<file path="src/verilog/afu_config.svh">
`ifndef AFU_CONFIG_SVH
`define AFU_CONFIG_SVH

// ------------------------------------------------------------
// host memory geometry
// ------------------------------------------------------------
`define AFU_CL_BITS         512
`define AFU_ADDR_BITS       58

// batch size field is one bit wider than this
`define AFU_READ_NUM_BITS   6

// ------------------------------------------------------------
// handshake line and input area, in lines from src_ptr
// ------------------------------------------------------------
`define AFU_HAND_OFFSET     50348031
`define AFU_INPUT_OFFSET    50348032
`define AFU_CL_PER_READ     4

// flag bits and fields inside the handshake line
`define AFU_TAG0_BIT        480
`define AFU_TAG1_BIT        482
`define AFU_BATCH_LSB       448
`define AFU_DONE_CODE       16

// small FIFOs, log2 of depth
`define AFU_FIFO_DEPTH_LOG  2

`endif

</file>
<file path="src/verilog/afu_mem_pkg.sv">
`include "afu_config.svh"

package afu_mem_pkg;

	// one host cache line
	typedef logic [`AFU_CL_BITS-1:0] cl_t;

	// host address in cache-line units
	typedef logic [`AFU_ADDR_BITS-1:0] cl_addr_t;

	// occurrence-table address as produced by the search engine
	typedef logic [31:0] occ_addr_t;

	// k and l lookups travel together until the read port splits them
	typedef struct packed {
		cl_addr_t addr_k;
		cl_addr_t addr_l;
	} rd_pair_t;

	// one beat toward the write port
	typedef struct packed {
		cl_addr_t addr;
		cl_t      data;
		logic     fence;
	} wr_beat_t;

	// both answers of one lookup pair
	typedef struct packed {
		cl_t line_k;
		cl_t line_l;
	} rd_resp_pair_t;

endpackage

</file>
<file path="src/verilog/afu_rd_response.sv">
module afu_rd_response
	import afu_mem_pkg::*;
(
	input  logic          CLK_200M,
	input  logic          reset_n,
	input  logic          rx_rd_valid,
	input  cl_t           rx_data,
	output logic          pair_valid,
	output rd_resp_pair_t resp_pair
);

	// low for the k beat, high for the l beat
	logic steer_l;
	cl_t  k_hold;

	// ------------------------------------------------------------
	// steering, relies on requests always going out in pairs
	// ------------------------------------------------------------
	always_ff @(posedge CLK_200M) begin
		if (!reset_n) begin
			steer_l    <= 1'b0;
			pair_valid <= 1'b0;
		end else begin
			pair_valid <= rx_rd_valid && steer_l;
			if (rx_rd_valid)
				steer_l <= ~steer_l;
		end
	end

	// k waits here until its partner arrives
	always_ff @(posedge CLK_200M) begin
		if (rx_rd_valid) begin
			if (!steer_l)
				k_hold <= rx_data;
			else
				resp_pair <= '{line_k: k_hold, line_l: rx_data};
		end
	end

endmodule

</file>
<file path="config.mk">
export PLATFORM = sky130hd
export DESIGN_NAME = afu_rd_response
export DESIGN_NICKNAME = d
export VERILOG_FILES = /design/src/verilog/afu_mem_pkg.sv /design/src/verilog/afu_rd_response.sv
export VERILOG_INCLUDE_DIRS = /design/src /design/src/verilog
export SDC_FILE = /design/constraint.sdc
export NUM_CORES = 1
export LEC_CHECK = 0
export ABC_AREA = 1
export BUFFER_PORTS_ARGS = -buffer_cell sky130_fd_sc_hd__buf_2
export CAP_MARGIN = 20
export CORE_AREA = 2 2 598 600
export DETAILED_ROUTE_END_ITERATION = 8
export DIE_AREA = 0 0 600 602
export GPL_TIMING_DRIVEN = 0
export SLEW_MARGIN = 0
export SYNTH_ARGS = -nofsm -noshare
export SYNTH_HDL_FRONTEND = slang
export SYNTH_SLANG_ARGS = --single-unit
</file>
<file path="constraint.sdc">
create_clock -name CLK_200M -period 43.2 [get_ports CLK_200M]
set_clock_uncertainty 0.15 [all_clocks]
set_input_delay 8.64 -clock CLK_200M [delete_from_list [all_inputs] [get_ports CLK_200M]]
set_output_delay 8.64 -clock CLK_200M [all_outputs]
set_load 0.05 [all_outputs]
</file>
==> flow_summary_export.csv <==
group,metric,value,unit
routing,wl_met1,89.6,mm
worst_setup_path,path_cells,"buf_2 > nand2_2 > inv_8 > buf_16 > buf_16 > buf_16 > buf_16",
routing,wl_met2,121,mm
routing,drt_iter0_markers,2748,
routing,dr.pass1.iters,5,
timing,min_period,10.96,ns
synth,synth-compound-area-share,0,%
worst_setup_path,arrival,11.31,ns
timing,tightest_slew,0.898,ns
die,core_area,355000,µm²
die,ios,1540,
clocking,cts_max_path_buffers,4,
final_layout,drive_above_1_share,53.2,%
timing,whs,0.236,ns
status,outcome,"finished clean",
routing,viasPerCell,3.15,
synth,ys_seq_elements,1538,
final_layout,final_common_cell,"buf_2",
final_layout,final_cell_mix,"buf_2 (1,539), edfxtp_1 (1,536), clkbuf_16 (179), clkinv_1 (34), clkinv_2 (28)",
synth,synth_top_area_cell,"edfxtp_1",
synth,synth_nets,2062,
worst_setup_path,path_class,"input port to flip-flop",
global_route,grt_pass1_wl,312,mm
timing,fin_setup_tns,0,ns
global_route,grt_pass1_vias,24000,
clocking,cts_max_level,4,
worst_setup_path,cp_max_fo,118,
synth,yosysWarningCount,0,
timing,clock.fmax,0.0912,GHz
placed_design,io_buffers,1539,
clocking,clock_sinks,1538,
global_route,grt_max_degree,137,
worst_setup_path,critPathLaunchType,"input port",
final_layout,multi_input_comb_area,35.0,µm²
synth,synthesis.area,46200,µm²
timing,finalMaxSlewViolations,0,
worst_setup_path,worstPathRequired,43.55,ns
worst_setup_path,cp_slowest_cell,"buf_16",
final_layout,syn2layout_area_growth,43.6,%
routing,drtAntennaViolNets,0,
routing,met3WireLength,37.4,mm
clocking,cts_resized,0,
synth,yosysUniqueCellTypes,7,
final_layout,nFillCells,37900,
synth,avgSynthCellArea,29.9,µm²
synth,seq_area_frac_synth,99.9,%
routing,top_layer_used,"met5",
timing,rsz0062_at_grt,"no",
power,irDropWorstVdd,0.0411,mV
synth,synthCells,1547,
synth,synthSimpleGateAreaFrac,0.0596,%
clocking,numCtsBuffers,177,
global_route,globalRouteOverflowTotal,0,
final_layout,ff_latch_area,46200,µm²
synth,synth_top_cell_area_share,99.8,%
timing,finalHoldViolations,0,
worst_setup_path,path_delay_family,"buffers and inverters",
global_route,grt_antenna_before_repair,327,
routing,wl_per_cell,31.7,µm
clocking,hold_buffers,0,
routing,route.detailed.drc,0,
die,start_util,13.0,%
hold_path,worstHoldPathType,"flip-flop to flip-flop",
worst_setup_path,crit_buf_inv,6,
die,die_w,600,µm
worst_setup_path,critPathCaptureType,"flip-flop",
clocking,root_buffer,"clkbuf_16",
placed_design,place_hpwl,221,mm
routing,wirelength,262,mm
routing,num_vias,26000,
clocking,clk_pin_slew_worst_paths,0.06,ns
power,p_per_area,52.7,nW/µm²
die,die_y,602,µm
die,core.rowCount,219,
clocking,postCtsSetupBuffers,0,
global_route,grt.total_usage,13.9,%
worst_setup_path,crit_path_max_incr_delay,0.45,ns
worst_setup_path,worst_path_most_repeated_cell,"buf_16",
synth,synth_fa_ha_area_share,0,%
clocking,clock_latency,0.87,ns
synth,synth_top_family_by_area,"simple AND/OR/NAND/NOR gates",
run,drv_cap,0,
power,p_leak,23.5,nW
timing,finalSetupViolCount,0,
final_layout,nNetsFinal,3810,
timing,post-route-period-util,25.4,%
synth,synth_xor_area_share,0,%
synth,yosys-top-cells-area,"edfxtp_1 (100%), dfxtp_1 (0.087%), inv_1 (0.024%)",
timing,maxSlewHeadroom,40.1,%
clocking,cts_tree,"yes",
die,dieArea,361000,µm²
synth,synthMuxAreaShare,0,%
placed_design,place_congestion,1.01,
[final cells by class]
cell class              count  share of cell area (%)
clock buffers             206                    6.91
repair buffers           1569                    12.6
clock inverters           108                    1.58
diodes                     69                   0.260
flip-flops and latches   1538                    69.6
well taps                4751                    8.96
multi-input cells           6                  0.0528
inverters                   3                  0.0283
[cells by family after synthesis]
group                  Yosys count
AND/OR/NAND/NOR                  6
buffers and inverters            3
flip-flops                    1538
[Yosys cell counts]
library cell     n
nand2_2          1
dfxtp_1          2
edfxtp_1      1536
nor2_1           3
nand2_1          1
inv_1            3
nor2_2           1
[state kept, by name, summed over array words and instances (netlist names)]
name and cells:
steer_l 1, resp_pair 1024, pair_valid 1, k_hold 512
[per-layer routing]
layer | up-vias | global-route usage, %
met4 | 162 | 5.00
met2 | 2070 | 22.6
met1 | 12900 | 14.7
met3 | 870 | 8.34
met5 | - | 0
li1 | 9986 | -
[power breakdown]
part / internal (mW) / switching, mW / total (mW)
Combinational: 0.0465 / 0.216 / 0.262
Sequential: 1.73 / 0.0190 / 1.74
Clock: 0.843 / 0.647 / 1.49
[worst reg2reg max path: stages, from the launching register on]
cell and delay (ns):
dfxtp_1 0.42, nand2_2 0.14, inv_8 0.21, buf_16 0.30, buf_16 0.41, buf_16 0.70, buf_16 0.62
[worst paths after layout]
check                           slack [ns]                       end  depth (start not counted)                  from
worst max-delay path                 32.24   resp_pair[46]$_DFFE_PP_                          7           rx_rd_valid
worst max register to register       39.70   resp_pair[46]$_DFFE_PP_                          6  steer_l$_SDFFE_PN0P_
worst min-delay path                  0.24  resp_pair[595]$_DFFE_PP_                          0  k_hold[83]$_DFFE_PP_
worst min register to register        0.24  resp_pair[595]$_DFFE_PP_                          0  k_hold[83]$_DFFE_PP_
[metrics by stage]
step	power (mW)	area (µm²)	cells	setup WS [ns]	utilization [%]
2_1_floorplan	1.98	46200	1547	11.58	-
3_3_place_gp	2.14	59800	7837	-6.12	16.9
3_5_place_dp	2.04	60500	7867	31.32	17.1
4_1_cts	3.56	66200	8181	32.31	18.6
5_1_grt	3.62	66200	8207	32.16	18.7
6_report	3.50	66300	8250	32.24	18.7
(Power assumes the default switching activity.)
