## config.mk

```make
export PLATFORM = sky130hd
export DESIGN_NAME = afu_wr_output
export DESIGN_NICKNAME = d
export VERILOG_FILES = /design/src/verilog/afu_mem_pkg.sv /design/src/verilog/afu_wr_output.sv
export VERILOG_INCLUDE_DIRS = /design/src /design/src/verilog
export SDC_FILE = /design/constraint.sdc
export NUM_CORES = 2
export LEC_CHECK = 0
export BUFFER_PORTS_ARGS = -buffer_cell sky130_fd_sc_hd__buf_2
export CORE_AREA = 5 5 450 452
export DETAILED_ROUTE_END_ITERATION = 8
export DIE_AREA = 0 0 455 457
export PLACE_DENSITY_LB_ADDON = 0.1
export REMOVE_ABC_BUFFERS = 1
export SYNTH_ARGS = -nofsm -noshare
export SYNTH_HDL_FRONTEND = slang
export SYNTH_SLANG_ARGS = --single-unit
```

## constraint.sdc

```tcl
create_clock -name CLK_200M -period 44.8 [get_ports CLK_200M]
set_input_delay 4.48 -clock CLK_200M [delete_from_list [all_inputs] [get_ports CLK_200M]]
set_output_delay 4.48 -clock CLK_200M [all_outputs]
set_load 0.1 [all_outputs]
```

## src/verilog/afu_config.svh

```systemverilog
`ifndef AFU_CONFIG_SVH
`define AFU_CONFIG_SVH

// ------------------------------------------------------------
// host memory geometry
// ------------------------------------------------------------
`define AFU_CL_BITS         512
`define AFU_ADDR_BITS       58

// batch size field is one bit wider than this
`define AFU_READ_NUM_BITS   6

// ------------------------------------------------------------
// handshake line and input area, in lines from src_ptr
// ------------------------------------------------------------
`define AFU_HAND_OFFSET     50348031
`define AFU_INPUT_OFFSET    50348032
`define AFU_CL_PER_READ     4

// flag bits and fields inside the handshake line
`define AFU_TAG0_BIT        480
`define AFU_TAG1_BIT        482
`define AFU_BATCH_LSB       448
`define AFU_DONE_CODE       16

// small FIFOs, log2 of depth
`define AFU_FIFO_DEPTH_LOG  2

`endif

```

## src/verilog/afu_mem_pkg.sv

```systemverilog
`include "afu_config.svh"

package afu_mem_pkg;

	// one host cache line
	typedef logic [`AFU_CL_BITS-1:0] cl_t;

	// host address in cache-line units
	typedef logic [`AFU_ADDR_BITS-1:0] cl_addr_t;

	// occurrence-table address as produced by the search engine
	typedef logic [31:0] occ_addr_t;

	// k and l lookups travel together until the read port splits them
	typedef struct packed {
		cl_addr_t addr_k;
		cl_addr_t addr_l;
	} rd_pair_t;

	// one beat toward the write port
	typedef struct packed {
		cl_addr_t addr;
		cl_t      data;
		logic     fence;
	} wr_beat_t;

	// both answers of one lookup pair
	typedef struct packed {
		cl_t line_k;
		cl_t line_l;
	} rd_resp_pair_t;

endpackage

```

## src/verilog/afu_wr_output.sv

```systemverilog
`include "afu_config.svh"

module afu_wr_output
	import afu_mem_pkg::*;
(
	input  logic     CLK_200M,
	input  logic     reset_n,
	input  logic     stall,
	input  logic     wr_en,
	input  wr_beat_t wr_beat,
	output logic     tx_wr_valid,
	output cl_addr_t tx_wr_addr,
	output cl_t      tx_data,
	output logic     tx_fence_valid
);

	localparam int DEPTH = 1 << `AFU_FIFO_DEPTH_LOG;
	localparam int PTR_W = `AFU_FIFO_DEPTH_LOG + 1;

	wr_beat_t         beat_mem [DEPTH];
	logic [PTR_W-1:0] wr_ptr;
	logic [PTR_W-1:0] rd_ptr;
	logic             empty;
	logic             pop;
	logic             bypass;
	logic             push;
	wr_beat_t         head;

	assign empty = (wr_ptr == rd_ptr);
	assign head  = beat_mem[rd_ptr[PTR_W-2:0]];

	// empty FIFO and open port, the beat goes straight to the output register
	assign pop    = !stall && !empty;
	assign bypass = !stall && empty && wr_en;
	assign push   = wr_en && !bypass;

	// ------------------------------------------------------------
	// registered write port
	// ------------------------------------------------------------
	always_ff @(posedge CLK_200M) begin
		if (!reset_n) begin
			wr_ptr         <= '0;
			rd_ptr         <= '0;
			tx_wr_valid    <= 1'b0;
			tx_fence_valid <= 1'b0;
		end else begin
			tx_wr_valid    <= pop || bypass;
			tx_fence_valid <= pop ? head.fence : (bypass && wr_beat.fence);
			if (push)
				wr_ptr <= wr_ptr + 1'b1;
			if (pop)
				rd_ptr <= rd_ptr + 1'b1;
		end
	end

	always_ff @(posedge CLK_200M) begin
		if (push)
			beat_mem[wr_ptr[PTR_W-2:0]] <= wr_beat;
		if (pop) begin
			tx_wr_addr <= head.addr;
			tx_data    <= head.data;
		end else if (bypass) begin
			tx_wr_addr <= wr_beat.addr;
			tx_data    <= wr_beat.data;
		end
	end

	a_fence_with_valid: assert property (@(posedge CLK_200M) disable iff (!reset_n)
		tx_fence_valid |-> tx_wr_valid);

endmodule

```

==> key figures <==
Routing
  • Vias: 49688
  • Average wire per standard cell: 29.4 um
  • Post-Route WL: 251 mm
  • Vias per cell: 5.82
  • DRT antenna net count: 0
  • DRT iter0 DRCs: 4560
  • First drt pass iteration count: 5
  • Drt drc: 0

Floorplanning
  • Die H: 457 um
  • Core ar.: 0.198 sq mm
  • Cell row count: 164
  • Horiz. Die Dim: 455 um
  • I/O pins: 1147
  • Initial core utilization: 0.541
  • Die ar.: 0.208 sq mm

Layout
  • Nets: 6151
  • Share of cells above drive strength 1: 0.475
  • Final core occ: 0.629
  • Area Overhead vs Synth: 16.1%

STA
  • Period utilisation layout: 0.193
  • Max-slew violations: 0
  • Max_slew headroom: 0.187
  • Fin. Hold Viols: 0
  • Final Setup Violations: 0
  • Setup ws final: 36140 ps
  • Setup_tns: 0 ps
  • Unrepaired setup endpoints after global routing: no
  • Fmax achieved: 116 MHz
  • Worst-Margin Slew: 1220 ps
  • Layout Skew: 73.9 ps
  • Minimum clock period: 8660 ps

Clocking
  • H-tree lvl count: 5
  • Post-CTS Hold Buffers: 0
  • Clk sinks: 2864
  • Post-CTS setup buffers: 0
  • Cts bufs inserted: 305
  • Clock buffer depth: 4
  • Clk_lat worst skew: 930 ps
  • Root buf cell: clkbuf_16
  • CTS tree: done
  • Post-cts sizing count: 0
  • Clock slew at reported path FFs: 60 ps

Worst setup path
  • Reg2Reg Depth: 7
  • Worst setup path category: in -> reg
  • CP Launch Type: primary input
  • Worst Path Arrival: 9180 ps
  • CP peak stage delay: 860 ps
  • Worst-path fanout max: 121
  • Most frequent cell on the critical path: buf_4
  • Crit. End Element: flip-flop
  • Crit path cell chain: buf_2, o41a_1, and2_4, buf_4, buf_4, buf_12, buf_4
  • Worst EP required: 45320 ps
  • Slowest CP cell: buf_4

Power and ir drop
  • Gate power share: 0.289
  • Cell Int Power: 5.47 mW
  • Leak: 40.9 nW
  • Sequential Power Share: 0.428
  • Worst vdd ir: 0.0571 mV
  • Clock power frac: 0.283
  • Pwr Density: 66.3 mW/mm^2
  • Sw Pwr: 2.80 mW
  • Switching share of power: 0.339

Min path
  • Path type of the worst min-delay path: reg -> reg
  • Worst Hold Depth: 2

Synthesis
  • #FFs+latches synth: 2864
  • YS warnings: 0
  • Dominant cell type by area after synthesis: edfxtp_1
  • Post-Synthesis Cell Area: 0.107 sq mm
  • Top cells by area, synth: edfxtp_1 (80%), mux4_2 (12%), mux2_2 (5.9%)
  • Post-synth top area share: 0.798
  • Syn avg cell area: 25.3 sq um
  • Post-synthesis cell type count: 28
  • Sequential share of the synthesized area: 0.800
  • Syn Inst Count: 4248

Run status
  • Status: finished clean

Global routing
  • Initial antenna violation count: 187
  • Vias in the first global route: 50547
  • First-pass GRT wire length: 357 mm
  • Total global-route track usage: 0.237
  • Remaining Overflow, GRT: 0
  • Pin count of the biggest net entering global routing: 149

Placed design
  • DP HPWL: 154 mm
  • # port buffers: 1146
  • Routability congestion estimate: 0.797
  • Place WS: 35080 ps

Run
  • Max_cap viols: 0
[cells by family after synthesis]
kind of cell,share of synthesized area
and+or+nand+nor,0.000955
xor gates and xnor gates,0.000489
adders and majority gates,0.000582
AOI/OAI and AO/OA,0.000885
muxes,0.180
buffers and inverters,0.0174
DFF,0.800
[through the flow]
stage	cells	power (mW)	hold slack, ps	area, sq um
after floorplan	4056	6.40	478	106000
after global placement	7920	5.99	494	115000
after detailed placement	7920	6.01	508	115000
after CTS	8438	8.36	519	125000
after global routing	8476	8.56	558	125000
final	8534	8.26	522	125000
[area by class of cell]
cell class / instances / area [sq um]
Clock inverter: 139 / 1070
Multi-Input combinational cell: 1188 / 19700
Antenna cell: 96 / 240
Fill cell: 13561 / 73700
Clock buffer: 379 / 8100
Timing Repair Buffer: 1208 / 6390
Inverter: 4 / 15.0
Sequential cell: 2864 / 85900
Tap cell: 2656 / 3320
[cell usage after synthesis, drive strengths merged]
| library cell | count |
|---|---|
| nand2 | 11 |
| nor2b | 1 |
| a31oi | 1 |
| ha | 5 |
| nor4 | 1 |
| a41oi | 1 |
| edfxtp | 2854 |
| xor2 | 3 |
| o211ai | 2 |
| clkbuf | 64 |
| inv | 4 |
| mux4 | 571 |
| o31a | 1 |
| and2 | 3 |
| nand3 | 1 |
| o41a | 1 |
| buf | 128 |
| dfxtp | 10 |
| nand2b | 2 |
| xnor2 | 3 |
| mux2i | 6 |
| mux2 | 570 |
| o31ai | 1 |
| o21a | 3 |
| and4bb | 1 |
[worst paths after layout]
check | to | slack (ps) | startpoint
setup / recovery | beat_mem[0][443] | 36140 | stall
hold / removal | wr_ptr[2] | 520 | wr_ptr[2]
setup reg to reg | beat_mem[0][443] | 39130 | wr_ptr[0]
hold reg to reg | wr_ptr[2] | 520 | wr_ptr[2]
[per-layer routing]
metal	routed length [um]	global-route usage	part of all wire	vias up
li1	-	-	-	20936
met1	95900	0.312	0.38	26250
met2	123000	0.381	0.49	1833
met3	19100	0.0593	0.076	609
met4	11900	0.102	0.047	60
met5	403	0	0.0016	-
[registers in the layout, indices dropped and copies added, names as in the netlist, named ones only]
register	count
tx_wr_addr	58
tx_wr_valid	1
rd_ptr	3
wr_ptr	3
tx_data	512
tx_fence_valid	1
beat_mem	2284
[critical path, delay by kind of cell]
kind / cells / cell delay, ps
buffers and inverters: 5 / 3180
AND/OR/NAND/NOR: 1 / 830
AO/OA/AOI/OAI: 1 / 340
[power by group through the flow]
| stage | sequential [mW] | clock, mW | combinational (mW) |
|---|---|---|---|
| after global routing | 3.56 | 2.51 | 2.49 |
| after CTS | 3.54 | 2.39 | 2.43 |
| final | 3.53 | 2.34 | 2.39 |
| after floorplan | 4.84 | 0 | 1.56 |
| after detailed placement | 3.59 | 0 | 2.42 |
| after global placement | 3.58 | 0 | 2.41 |
[cell usage in the layout (no fill, tap or decap), types with 5 or more instances in the layout]
cell type  synthesis  layout
edfxtp_1        2854    2854
buf_2             43    1146
nand2_1           11      11
inv_6              0       6
buf_12            50      15
ha_1               5       5
diode_2            0      96
clkinv_2           0      48
mux4_2           571     571
mux2i_1            6       6
bufinv_16          0      16
buf_4              0      47
clkbuf_1          64      65
dfxtp_1           10       8
mux2_2           566     566
clkinv_1           0      63
clkbuf_16          0     314
No activity file was read; power rests on OpenSTA's default activity.
