**src/verilog/afu_config.svh**
```systemverilog
`ifndef AFU_CONFIG_SVH
`define AFU_CONFIG_SVH

// ------------------------------------------------------------
// host memory geometry
// ------------------------------------------------------------
`define AFU_CL_BITS         512
`define AFU_ADDR_BITS       58

// batch size field is one bit wider than this
`define AFU_READ_NUM_BITS   6

// ------------------------------------------------------------
// handshake line and input area, in lines from src_ptr
// ------------------------------------------------------------
`define AFU_HAND_OFFSET     50348031
`define AFU_INPUT_OFFSET    50348032
`define AFU_CL_PER_READ     4

// flag bits and fields inside the handshake line
`define AFU_TAG0_BIT        480
`define AFU_TAG1_BIT        482
`define AFU_BATCH_LSB       448
`define AFU_DONE_CODE       16

// small FIFOs, log2 of depth
`define AFU_FIFO_DEPTH_LOG  2

`endif

```
**src/verilog/afu_mem_pkg.sv**
```systemverilog
`include "afu_config.svh"

package afu_mem_pkg;

	// one host cache line
	typedef logic [`AFU_CL_BITS-1:0] cl_t;

	// host address in cache-line units
	typedef logic [`AFU_ADDR_BITS-1:0] cl_addr_t;

	// occurrence-table address as produced by the search engine
	typedef logic [31:0] occ_addr_t;

	// k and l lookups travel together until the read port splits them
	typedef struct packed {
		cl_addr_t addr_k;
		cl_addr_t addr_l;
	} rd_pair_t;

	// one beat toward the write port
	typedef struct packed {
		cl_addr_t addr;
		cl_t      data;
		logic     fence;
	} wr_beat_t;

	// both answers of one lookup pair
	typedef struct packed {
		cl_t line_k;
		cl_t line_l;
	} rd_resp_pair_t;

endpackage

```
**src/verilog/afu_rd_request.sv**
```systemverilog
`include "afu_config.svh"

module afu_rd_request
	import afu_mem_pkg::*;
(
	input  logic     CLK_200M,
	input  logic     reset_n,
	input  logic     tx_rd_almostfull,
	input  logic     tx_wr_almostfull,
	output logic     stall,
	input  logic     req_wr,
	input  rd_pair_t req_pair,
	output logic     tx_rd_valid,
	output cl_addr_t tx_rd_addr
);

	localparam int DEPTH = 1 << `AFU_FIFO_DEPTH_LOG;
	localparam int PTR_W = `AFU_FIFO_DEPTH_LOG + 1;

	rd_pair_t           pair_mem [DEPTH];
	logic [PTR_W-1:0]   wr_ptr;
	logic [PTR_W-1:0]   rd_ptr;
	logic               empty;
	logic               full;
	logic               phase_l;
	logic               start_pair;
	rd_pair_t           head;

	assign empty = (wr_ptr == rd_ptr);
	assign full  = (wr_ptr[PTR_W-1] != rd_ptr[PTR_W-1])
		&& (wr_ptr[PTR_W-2:0] == rd_ptr[PTR_W-2:0]);
	assign head  = pair_mem[rd_ptr[PTR_W-2:0]];

	// a new pair only starts while the host is not backing off
	assign start_pair  = !phase_l && !empty && !stall;
	assign tx_rd_valid = start_pair || phase_l;
	assign tx_rd_addr  = phase_l ? head.addr_l : head.addr_k;

	always_ff @(posedge CLK_200M) begin
		if (!reset_n) begin
			stall   <= 1'b0;
			wr_ptr  <= '0;
			rd_ptr  <= '0;
			phase_l <= 1'b0;
		end else begin
			stall <= tx_rd_almostfull | tx_wr_almostfull;
			if (req_wr && !full)
				wr_ptr <= wr_ptr + 1'b1;
			// l beat always follows its k beat, stall or not
			if (phase_l) begin
				phase_l <= 1'b0;
				rd_ptr  <= rd_ptr + 1'b1;
			end else if (start_pair) begin
				phase_l <= 1'b1;
			end
		end
	end

	always_ff @(posedge CLK_200M) begin
		if (req_wr && !full)
			pair_mem[wr_ptr[PTR_W-2:0]] <= req_pair;
	end

	a_no_write_full: assert property (@(posedge CLK_200M) disable iff (!reset_n)
		req_wr |-> !full);

endmodule

```
**config.mk**
```make
export PLATFORM = sky130hd
export DESIGN_NAME = afu_rd_request
export DESIGN_NICKNAME = d
export VERILOG_FILES = /design/src/verilog/afu_mem_pkg.sv /design/src/verilog/afu_rd_request.sv
export VERILOG_INCLUDE_DIRS = /design/src /design/src/verilog
export SDC_FILE = /design/constraint.sdc
export NUM_CORES = 1
export LEC_CHECK = 0
export BUFFER_PORTS_ARGS = -buffer_cell sky130_fd_sc_hd__buf_2
export CORE_MARGIN = 3
export CORE_UTILIZATION = 53
export CTS_CLUSTER_DIAMETER = 200
export DETAILED_ROUTE_END_ITERATION = 8
export PLACE_DENSITY = 0.72
export SETUP_SLACK_MARGIN = 0.5
export SLEW_MARGIN = 5
export SYNTH_ARGS = -nofsm -noshare
export SYNTH_HDL_FRONTEND = slang
export SYNTH_SLANG_ARGS = --single-unit
```
**constraint.sdc**
```tcl
create_clock -name CLK_200M -period 4.2 [get_ports CLK_200M]
set_input_delay 0.42 -clock CLK_200M [delete_from_list [all_inputs] [get_ports CLK_200M]]
set_output_delay 0.42 -clock CLK_200M [all_outputs]
set_load 0.01 [all_outputs]
```
==> metrics.yaml, run 1 <==
whs_ns: 0.06936
cts_sinks: 474
portBuffers: 180
grt_pass1_vias: 8774
row_count: 67
crit_path_max_fanout: 61
synth_seq_area_share_pct: 77.75
drcViolationCount: 0
end_kind: "output pin"
max_stage_delay_ns: 0.74
tritoncts: "built"
nets: 1071
finalMaxSlewViolations: 0
status: "finished clean"
powerDensity_nw_per_um2: 562.4
cp_slowest_cell: "dfxtp_4"
finalSetupTns_ns: 0
syn_inst: 735
max_freq_mhz: 330.4
reg2reg_setup_slack_ns: 1.78
viasPerCell: 5.618
overflow: 0
die-area_sq_um: 36560
antenna_found_initial: 7
hold_viol: 0
avgRoutedWirePerCell_um: 22.88
period_share_pct: 72.07
post_cts_buffers: 0
path_class: "flip-flop to output pin"
fin_cells: 1433
placed_area_sq_um: 19630
rsz0062_at_grt: "false"
vias: 8051
nFillCells: 2255
root_buffer: "clkbuf_16"
placedCellCount: 1343
yosys_register_bits: 474
syn_nets: 861
skew_ns: 0.009666
die_y_um: 191.2
hold_path_class: "primary input to flip-flop"
grt_max_degree: 62
cp.required_ns: 3.78
irDropWorstVdd_v: 0.0004209
totalWireLength_mm: 32.78
start_util_pct: 53.94
critPathArrivalTime_ns: 2.61
routabilityCongestion: 0.7342
startpoint_type: "flip-flop"
coreArea_sq_um: 33700
cts_buffers: 48
dr.pass1.iters: 4
fin_ws_ns: 1.173
synth.cell_area_sq_um: 18180
cts-resized-gates: 0
maxCapViolations: 0
drive_gt1_share_pct: 44.35
stdcell_area_sq_um: 21230
postRouteAntennaNets: 0
hpwl_mm: 19.10
min_period_ns: 3.027
grtUsageTotal_pct: 18.43
pre_cts_ws_ns: 1.711
synth_edf_count: 464
cts_hold_buf: 0
slew_headroom_pct: 43.84
drtIter0Drc: 440
setup_violations: 0
clk_latency_ns: 0.55
area_delta_synth_final_pct: 16.79
syn_area_per_cell_sq_um: 24.73
yosysWarnings: 0
crit_path_cell_trace: "buf_12, mux4_2, mux2_2, buf_2"
cts-htree-levels: 2
yosysUniqueCellTypes: 35
cts_buffer_depth: 3
boundaryPins: 181
synth-main-ff-cell: "edfxtp_1"
grt_pass1_wl_mm: 50.73
path_clk_slew_ns: 0.06
async_flop_share_pct: 0
leakage_nw: 7.065
worst_pin_slew_ns: 0.8424
dieWidth_um: 191.2
==> Yosys cell counts, drive strengths merged (2+ instances only) <==
cell	number	share of area, %
inv	4	0.083
edfxtp	464	77
nand2	4	0.083
xor2	4	0.19
a21oi	2	0.055
and2	4	0.14
clkbuf	16	0.37
nand3b	2	0.083
mux2	58	4.4
nor4	2	0.069
ha	5	0.34
buf	18	0.94
a31oi	2	0.069
dfxtp	10	1.1
xnor2	4	0.19
mux4	116	15
nor2	7	0.14
==> cells by family after synthesis <==
family,after synthesis,share of synthesized area (%)
flip-flops,474,77.75
multiplexers,175,19.01
buffers and inverters,38,1.397
AND/OR/NAND/NOR,26,0.7778
AO/OA/AOI/OAI,9,0.3373
XOR/XNOR,8,0.3854
adder cells (fa/ha/maj),5,0.3441
==> layer usage <==
layer	up-vias	GRT usage [%]	share of wire, %
met5	-	0	0.24
met4	14	5.137	1.9
met2	207	30.79	51
met3	65	5.080	6.6
met1	4195	24.12	41
li1	3570	-	-
==> worst max-delay path, delay by kind of cell (launching register included) <==
kind / cells / cell delay, ns
flops: 1 / 0.74
mux: 2 / 0.70
buf+inv: 2 / 0.54
==> final timing paths <==
kind / startpoint / endpoint / cells past startpoint
min reg2reg: stall / phase_l / 2
min: tx_rd_almostfull / stall / 3
max reg2reg: wr_ptr[0] / pair_mem[1][87] / 4
max: flip-flop / tx_rd_addr[11] / 4
==> placed cells by master (no fill, tap or decap), types with 9 or more instances in the layout <==
cell         n
clkbuf_16   49
mux2_2      18
clkinv_1     9
buf_2      180
clkinv_2    10
mux2_4      40
edfxtp_1   464
mux4_2     108
clkbuf_1    11
==> layout make-up <==
| class | count | area, sq um | area share (%) |
|---|---|---|---|
| diodes | 2 | 5.005 | 0.02357 |
| clock buffers | 60 | 1267 | 5.970 |
| clock inverters | 28 | 331.6 | 1.562 |
| inverters | 4 | 15.01 | 0.07072 |
| multi-input cells | 223 | 3801 | 17.90 |
| flip-flops and latches | 474 | 14140 | 66.62 |
| well taps | 448 | 560.5 | 2.640 |
| repair buffers | 194 | 1106 | 5.209 |
==> stage by stage <==
step | util, % | total power, mW
after floorplan | - | 7.186
after global placement | 58.24 | 7.757
after detailed placement | 58.24 | 7.792
after global routing | 62.99 | 12.43
after CTS | 62.99 | 12.10
final | 63.00 | 11.94
==> power breakdown <==
group	internal [mW]	switching, mW	total [mW]
sequential	5.65	0.134	5.78
combinational	0.960	0.908	1.87
clock	2.62	1.66	4.29
total	9.23	2.71	11.9
==> state kept, by name, summed over array words and instances (netlist names), named ones only <==
signal and cells:
rd_ptr 3, wr_ptr 3, phase_l 1, pair_mem 464, stall 1
(Power assumes the default switching activity.)
==> run 2: changes to the inputs <==
--- a/config.mk
+++ b/config.mk
@@ -8,10 +8,10 @@
 export LEC_CHECK = 0
 export BUFFER_PORTS_ARGS = -buffer_cell sky130_fd_sc_hd__buf_2
 export CORE_MARGIN = 3
-export CORE_UTILIZATION = 53
+export CORE_UTILIZATION = 59
 export CTS_CLUSTER_DIAMETER = 200
 export DETAILED_ROUTE_END_ITERATION = 8
-export PLACE_DENSITY = 0.72
+export PLACE_DENSITY = 0.76
 export SETUP_SLACK_MARGIN = 0.5
 export SLEW_MARGIN = 5
 export SYNTH_ARGS = -nofsm -noshare
==> constraint.sdc (replaced) <==
create_clock -name CLK_200M -period 3.1 [get_ports CLK_200M]
set_input_delay 0.31 -clock CLK_200M [delete_from_list [all_inputs] [get_ports CLK_200M]]
set_output_delay 0.31 -clock CLK_200M [all_outputs]
set_load 0.01 [all_outputs]
==> run 2 against run 1 <==
  * Power increased by 40%
  * First-iteration DRC count rose by 60%
  * Register-to-register slack worse by 0.96 ns
  * Worst hold slack gained 0.073 ns
  * Sequential share of layout area fell by 5.6 points
  * Count of clock-buffer cells in the layout decreased by 1
  * Critical endpoint is now tx_rd_addr[6]
==> metrics.yaml, run 2 (same netlist as run 1, synthesis figures left out) <==
status: "finished clean"
start_util_pct: 60.53  # +6.6 points
fin_ws_ns: 0.4699  # -0.7033 ns
worst_pin_slew_ns: 0.5982  # -0.2442 ns
path_clk_slew_ns: 0.06  # about the same
clk_latency_ns: 0.54  # about the same
drtIter0Drc: 706  # +60%
grt_util_met2_pct: 39.48  # +8.7 points
stdcell_area_sq_um: 23190  # +9.2%
cp.required_ns: 2.79  # -0.99 ns
boundaryPins: 181  # unchanged
p_int_mw: 12.75  # +38%
reg2regPathDepth: 4  # unchanged
drcViolationCount: 0  # unchanged
viasPerCell: 5.859  # +4.3%
fin_cells: 1527  # +6.6%
power_frac_clock_pct: 32.3  # -3.6 points
cts_buffer_depth: 3  # unchanged
slew_headroom_pct: 60.12  # +16 points
finalSetupTns_ns: 0  # unchanged
pwr-share-seq_pct: 46.9  # -1.5 points
powerDensity_nw_per_um2: 721.2  # +28%
vias: 8947  # +11%
largest_reg_flops: 464  # unchanged
hold_path_class: "primary input to flip-flop"
portBuffers: 180  # unchanged
drive_gt1_share_pct: 42.03  # -2.3 points
dr.pass1.iters: 5  # +1
maxCapViolations: 0  # unchanged
die-area_sq_um: 32950  # -9.9%
hpwl_mm: 18.92  # -0.97%
rsz0062_at_grt: "true"
overflow: 0  # unchanged
placedCellCount: 1290  # -3.9%
post-route-util_pct: 77.20  # +14 points
hold_viol: 0  # unchanged
grt_max_degree: 92  # +48%
leakage_nw: 7.939  # +12%
max_freq_mhz: 380.2
grt_pass1_vias: 9710  # +11%
grtUsageTotal_pct: 23.26  # +4.8 points
root_buffer: "clkbuf_16"
whs_ns: 0.1422  # +0.07286 ns
end_kind: "output pin"
row_count: 63  # -6.0%
finalMaxSlewViolations: 0  # unchanged
cts-htree-levels: 2  # unchanged
crit_path_max_fanout: 6  # -90%
min_period_ns: 2.630
die_y_um: 181.5  # -5.1%
area_delta_synth_final_pct: 27.54
grt_pass1_wl_mm: 57.77  # +14%
hold_depth: 3  # unchanged
coreArea_sq_um: 30030  # -11%
tritoncts: "built"
pre_cts_ws_ns: 0.8035  # -0.9072 ns
p_comb_share_pct: 20.8  # +5.2 points
grtUsageMet1_pct: 31.51  # +7.4 points
antenna_found_initial: 2  # -5
routabilityCongestion: 0.7315  # -0.37%
irDropWorstVdd_v: 0.0005765  # +37%
cts_sinks: 474  # unchanged
power.switching_mw: 3.975  # +47%
p_total_mw: 16.72  # +40%
switching_share_pct: 23.77  # +1.1 points
layout_common_cells: "464 x edfxtp_1, 143 x buf_2, 118 x dlygate4sd3_1"
nets: 1223  # +14%
avgRoutedWirePerCell_um: 24.97  # +9.2%
grt_util_met3_pct: 4.387  # -0.69 points
postRouteAntennaNets: 0  # unchanged
period_share_pct: 84.84
layout_commonest_cell: "edfxtp_1"
totalWireLength_mm: 38.14  # +16%
dieWidth_um: 181.5  # -5.1%
cts_buffers: 46  # -4.2%
startpoint_type: "flip-flop"
critPathArrivalTime_ns: 2.32  # -0.29 ns
busiest_layer: "met2"
placed_area_sq_um: 19640  # about the same
path_class: "flip-flop to output pin"
skew_ns: 0.008739  # -0.0009270 ns
setup_violations: 0  # unchanged
-- run 2: changes by cell type in the layout (fill, tap and decap cells not counted), sizes merged --
cell / change
buf: +36
bufinv: -6
dlygate4sd3: +118
clkbuf: -1
clkinv: +4
clkinvlp: +1
-- run 2: layout make-up --
class | instances | area, sq um
flip-flops and latches | 474 | 14140
fillers | 1512 | 6847
multi-input cells | 223 | 3835
repair buffers | 348 | 3217
clock buffers | 59 | 1304
well taps | 390 | 488.0
clock inverters | 27 | 177.7
inverters | 4 | 15.01
diodes | 2 | 5.005
-- run 2: path summary, 6_finish.rpt --
| check | from | end | slack (ns) |
|---|---|---|---|
| worst max-delay path | flip-flop | tx_rd_addr[6] | 0.47 |
| worst min-delay path | req_wr | wr_ptr[1] | 0.14 |
| worst max register to register | wr_ptr[0] | pair_mem[3][91] | 0.82 |
| worst min register to register | stall | phase_l | 0.54 |
-- run 2: critical path, cell delays in order (launching register included) --
cell and delay [ns]:
dfxtp_4 0.37, buf_12 0.14, buf_12 0.15, buf_16 0.16, mux4_2 0.52, mux2_4 0.30
buf_6 0.12
-- run 2: metal layers --
metal  vias to the layer above  part of all wire (%)
li1                       3875                     -
met1                      4661                    39
met2                       342                    52
met3                        69                   6.2
met4                         0                   2.5
met5                         -                     0
-- run 2: power by group through the flow --
stage / combinational (mW) / sequential, mW / clock (mW)
2_1_floorplan: 1.84 / 7.89 / 0
3_3_place_gp: 2.57 / 7.94 / 0
3_5_place_dp: 2.59 / 7.98 / 0
4_1_cts: 3.36 / 7.83 / 5.47
5_1_grt: 3.68 / 7.87 / 5.77
6_report: 3.48 / 7.84 / 5.40
-- run 2: timing repair --
item                                   in CTS  in global routing
cloned                                     13                  0
hold buffers                              118                  0
resized for setup                          48                 30
buffers inserted                           18                  0
setup endpoints to repair                  56                 55
endpoints found under the hold margin     465                  0
==> run 3: changes to the inputs <==
==> constraint.sdc (replaced) <==
create_clock -name CLK_200M -period 2.57 [get_ports CLK_200M]
set_input_delay 0.257 -clock CLK_200M [delete_from_list [all_inputs] [get_ports CLK_200M]]
set_output_delay 0.257 -clock CLK_200M [all_outputs]
set_load 0.01 [all_outputs]
==> run 3 against run 2 <==
  * The run now ends with setup timing left
  * Register-to-register slack worse by 0.25 ns
  * Flip-flop and latch count is the same
  * Global-route usage down 0.52 points
  * First-iteration DRC count grew 12%
  * Sequential power increased by 21%
  * Combinational power is 16% higher
  * Count of clock-buffer cells in the layout increased by 4
  * Power is 19% higher
  * Core utilization down 0.17 points
  * Critical path depth is the same
  * Die area is the same
==> metrics.yaml, run 3 (same netlist as run 1, synthesis figures left out) <==
grt_pass1_wl_mm: 57.66  # -0.19%
postRouteAntennaNets: 0  # unchanged
grt_util_met3_pct: 3.846  # -0.54 points
critPathArrivalTime_ns: 2.31  # about the same
totalWireLength_mm: 37.31  # -2.2%
setup_violations: 2  # +2
cp.required_ns: 2.31  # -0.48 ns
grt_max_degree: 67  # -27%
boundaryPins: 181  # unchanged
placed_area_sq_um: 19880  # +1.2%
drcViolationCount: 0  # unchanged
cp_slowest_cell: "mux4_2"
crit_path_cell_trace: "buf_12, buf_16, clkbuf_16, mux4_2, mux2_4, buf_6"
max_stage_delay_ns: 0.51  # about the same
stdcell_area_sq_um: 23130  # -0.23%
drive_gt1_share_pct: 42.07  # about the same
tritoncts: "built"
cp_num_buf_inv: 4  # unchanged
portBuffers: 180  # unchanged
hold_viol: 0  # unchanged
finalMaxSlewViolations: 0  # unchanged
dieWidth_um: 181.5  # unchanged
hpwl_mm: 20.12  # +6.3%
clk_latency_ns: 0.54  # about the same
path_clk_slew_ns: 0.06  # about the same
rsz0062_at_grt: "true"
end_kind: "output pin"
fin_ws_ns: -0.001537  # -0.4714 ns
path_class: "flip-flop to output pin"
drtIter0Drc: 791  # +12%
powerDensity_nw_per_um2: 862.9  # +20%
critPathTopFamily: "multiplexers"
avgRoutedWirePerCell_um: 24.34  # -2.6%
crit_path_max_fanout: 15  # +9
min_period_ns: 2.572
die_y_um: 181.5  # unchanged
hold_path_class: "primary input to flip-flop"
worst_pin_slew_ns: 0.4342  # -0.1640 ns
routabilityCongestion: 0.7093  # -3.0%
p_total_mw: 19.96  # +19%
violations: "setup timing"
slew_headroom_pct: 71.05  # +11 points
grt_util_met2_pct: 38.97  # -0.51 points
grt_pass1_vias: 9712  # +0.021%
grtUsageTotal_pct: 22.74  # -0.52 points
viasPerCell: 5.828  # -0.54%
status: "finished, violations left"
row_count: 63  # unchanged
grtUsageMet1_pct: 31.21  # -0.31 points
layout_commonest_cell: "edfxtp_1"
period_share_pct: 100.1
start_util_pct: 60.53  # unchanged
area_delta_synth_final_pct: 27.26
irDropWorstVdd_v: 0.0009171  # +59%
cts-htree-levels: 2  # unchanged
maxCapViolations: 0  # unchanged
placedCellCount: 1303  # +1.0%
coreArea_sq_um: 30030  # unchanged
nets: 1232  # +0.74%
dr.pass1.iters: 4  # -1
fin_cells: 1533  # +0.39%
startpoint_type: "flip-flop"
leakage_nw: 7.906  # -0.42%
busiest_layer: "met2"
root_buffer: "clkbuf_16"
overflow: 0  # unchanged
cts_buffers: 47  # +2.2%
antenna_found_initial: 2  # unchanged
cts_sinks: 474  # unchanged
die-area_sq_um: 32950  # unchanged
max_freq_mhz: 388.9
vias: 8934  # -0.15%
skew_ns: 0.02641  # +0.01767 ns
largest_reg_flops: 464  # unchanged
layout_common_cells: "464 x edfxtp_1, 154 x buf_2, 118 x dlygate4sd3_1"
cts_buffer_depth: 3  # unchanged
-- run 3: cell count changes in the layout (fill, tap and decap cells not counted), sizes merged --
cell / previous run / this run
buf: 230 / 234
clkinvlp: 2 / 0
bufbuf: 0 / 2
bufinv: 2 / 3
clkinv: 23 / 17
clkbuf: 59 / 65
inv: 4 / 5
-- run 3: layout make-up --
type,instances,area (sq um)
flip-flops and latches,474,14150
fillers,1519,6899
multi-input cells,223,3854
repair buffers,356,3172
clock buffers,63,1279
well taps,390,488.0
clock inverters,21,168.9
inverters,4,15.01
diodes,2,5.005
-- run 3: metrics by stage --
stage	setup TNS [ns]	hold WS, ns	setup slack (ns)	util (%)
3_3_place_gp	0	0.4610	0.3841	66.20
5_1_grt	-1.320	0.1118	-0.07952	77.02
6_report	-0.001700	0.09127	-0.001537	77.03
4_1_cts	-0.06374	0.07446	-0.01718	76.41
3_5_place_dp	0	0.4724	0.3752	66.20
2_1_floorplan	0	0.3559	0.5024	-
-- run 3: final timing paths --
check | slack, ns | end | depth (start not counted) | start
worst max-delay path | -0.002 | tx_rd_addr[33] | 6 | flip-flop
worst min-delay path | 0.09 | wr_ptr[1] | 3 | req_wr
worst max register to register | 0.57 | pair_mem[0][77] | 5 | wr_ptr[2]
worst min register to register | 0.56 | phase_l | 2 | stall
-- run 3: repair_timing --
action	in CTS	in global routing
hold buffers	118	0
gates cloned	5	2
pin swaps	0	1
endpoints found under the setup margin	59	59
endpoints found under the hold margin	465	0
gates resized for setup	34	25
setup buffers	15	4
-- run 3: layer usage --
layer / vias up / wire, um
li1: 3903 / -
met4: 0 / 774
met5: - / 0
met2: 288 / 19650
met1: 4686 / 15010
met3: 57 / 1871
-- run 3: where the power goes --
group	total (mW)	internal, mW	switching [mW]
logic	4.05	2.29	1.76
clock network	6.46	3.78	2.68
registers	9.45	9.23	0.220
total	20.0	15.3	4.66
-- run 3: worst min-delay path: stages --
cell and delay, ns:
buf_2 0.15, o211ai_1 0.09, a31oi_1 0.09
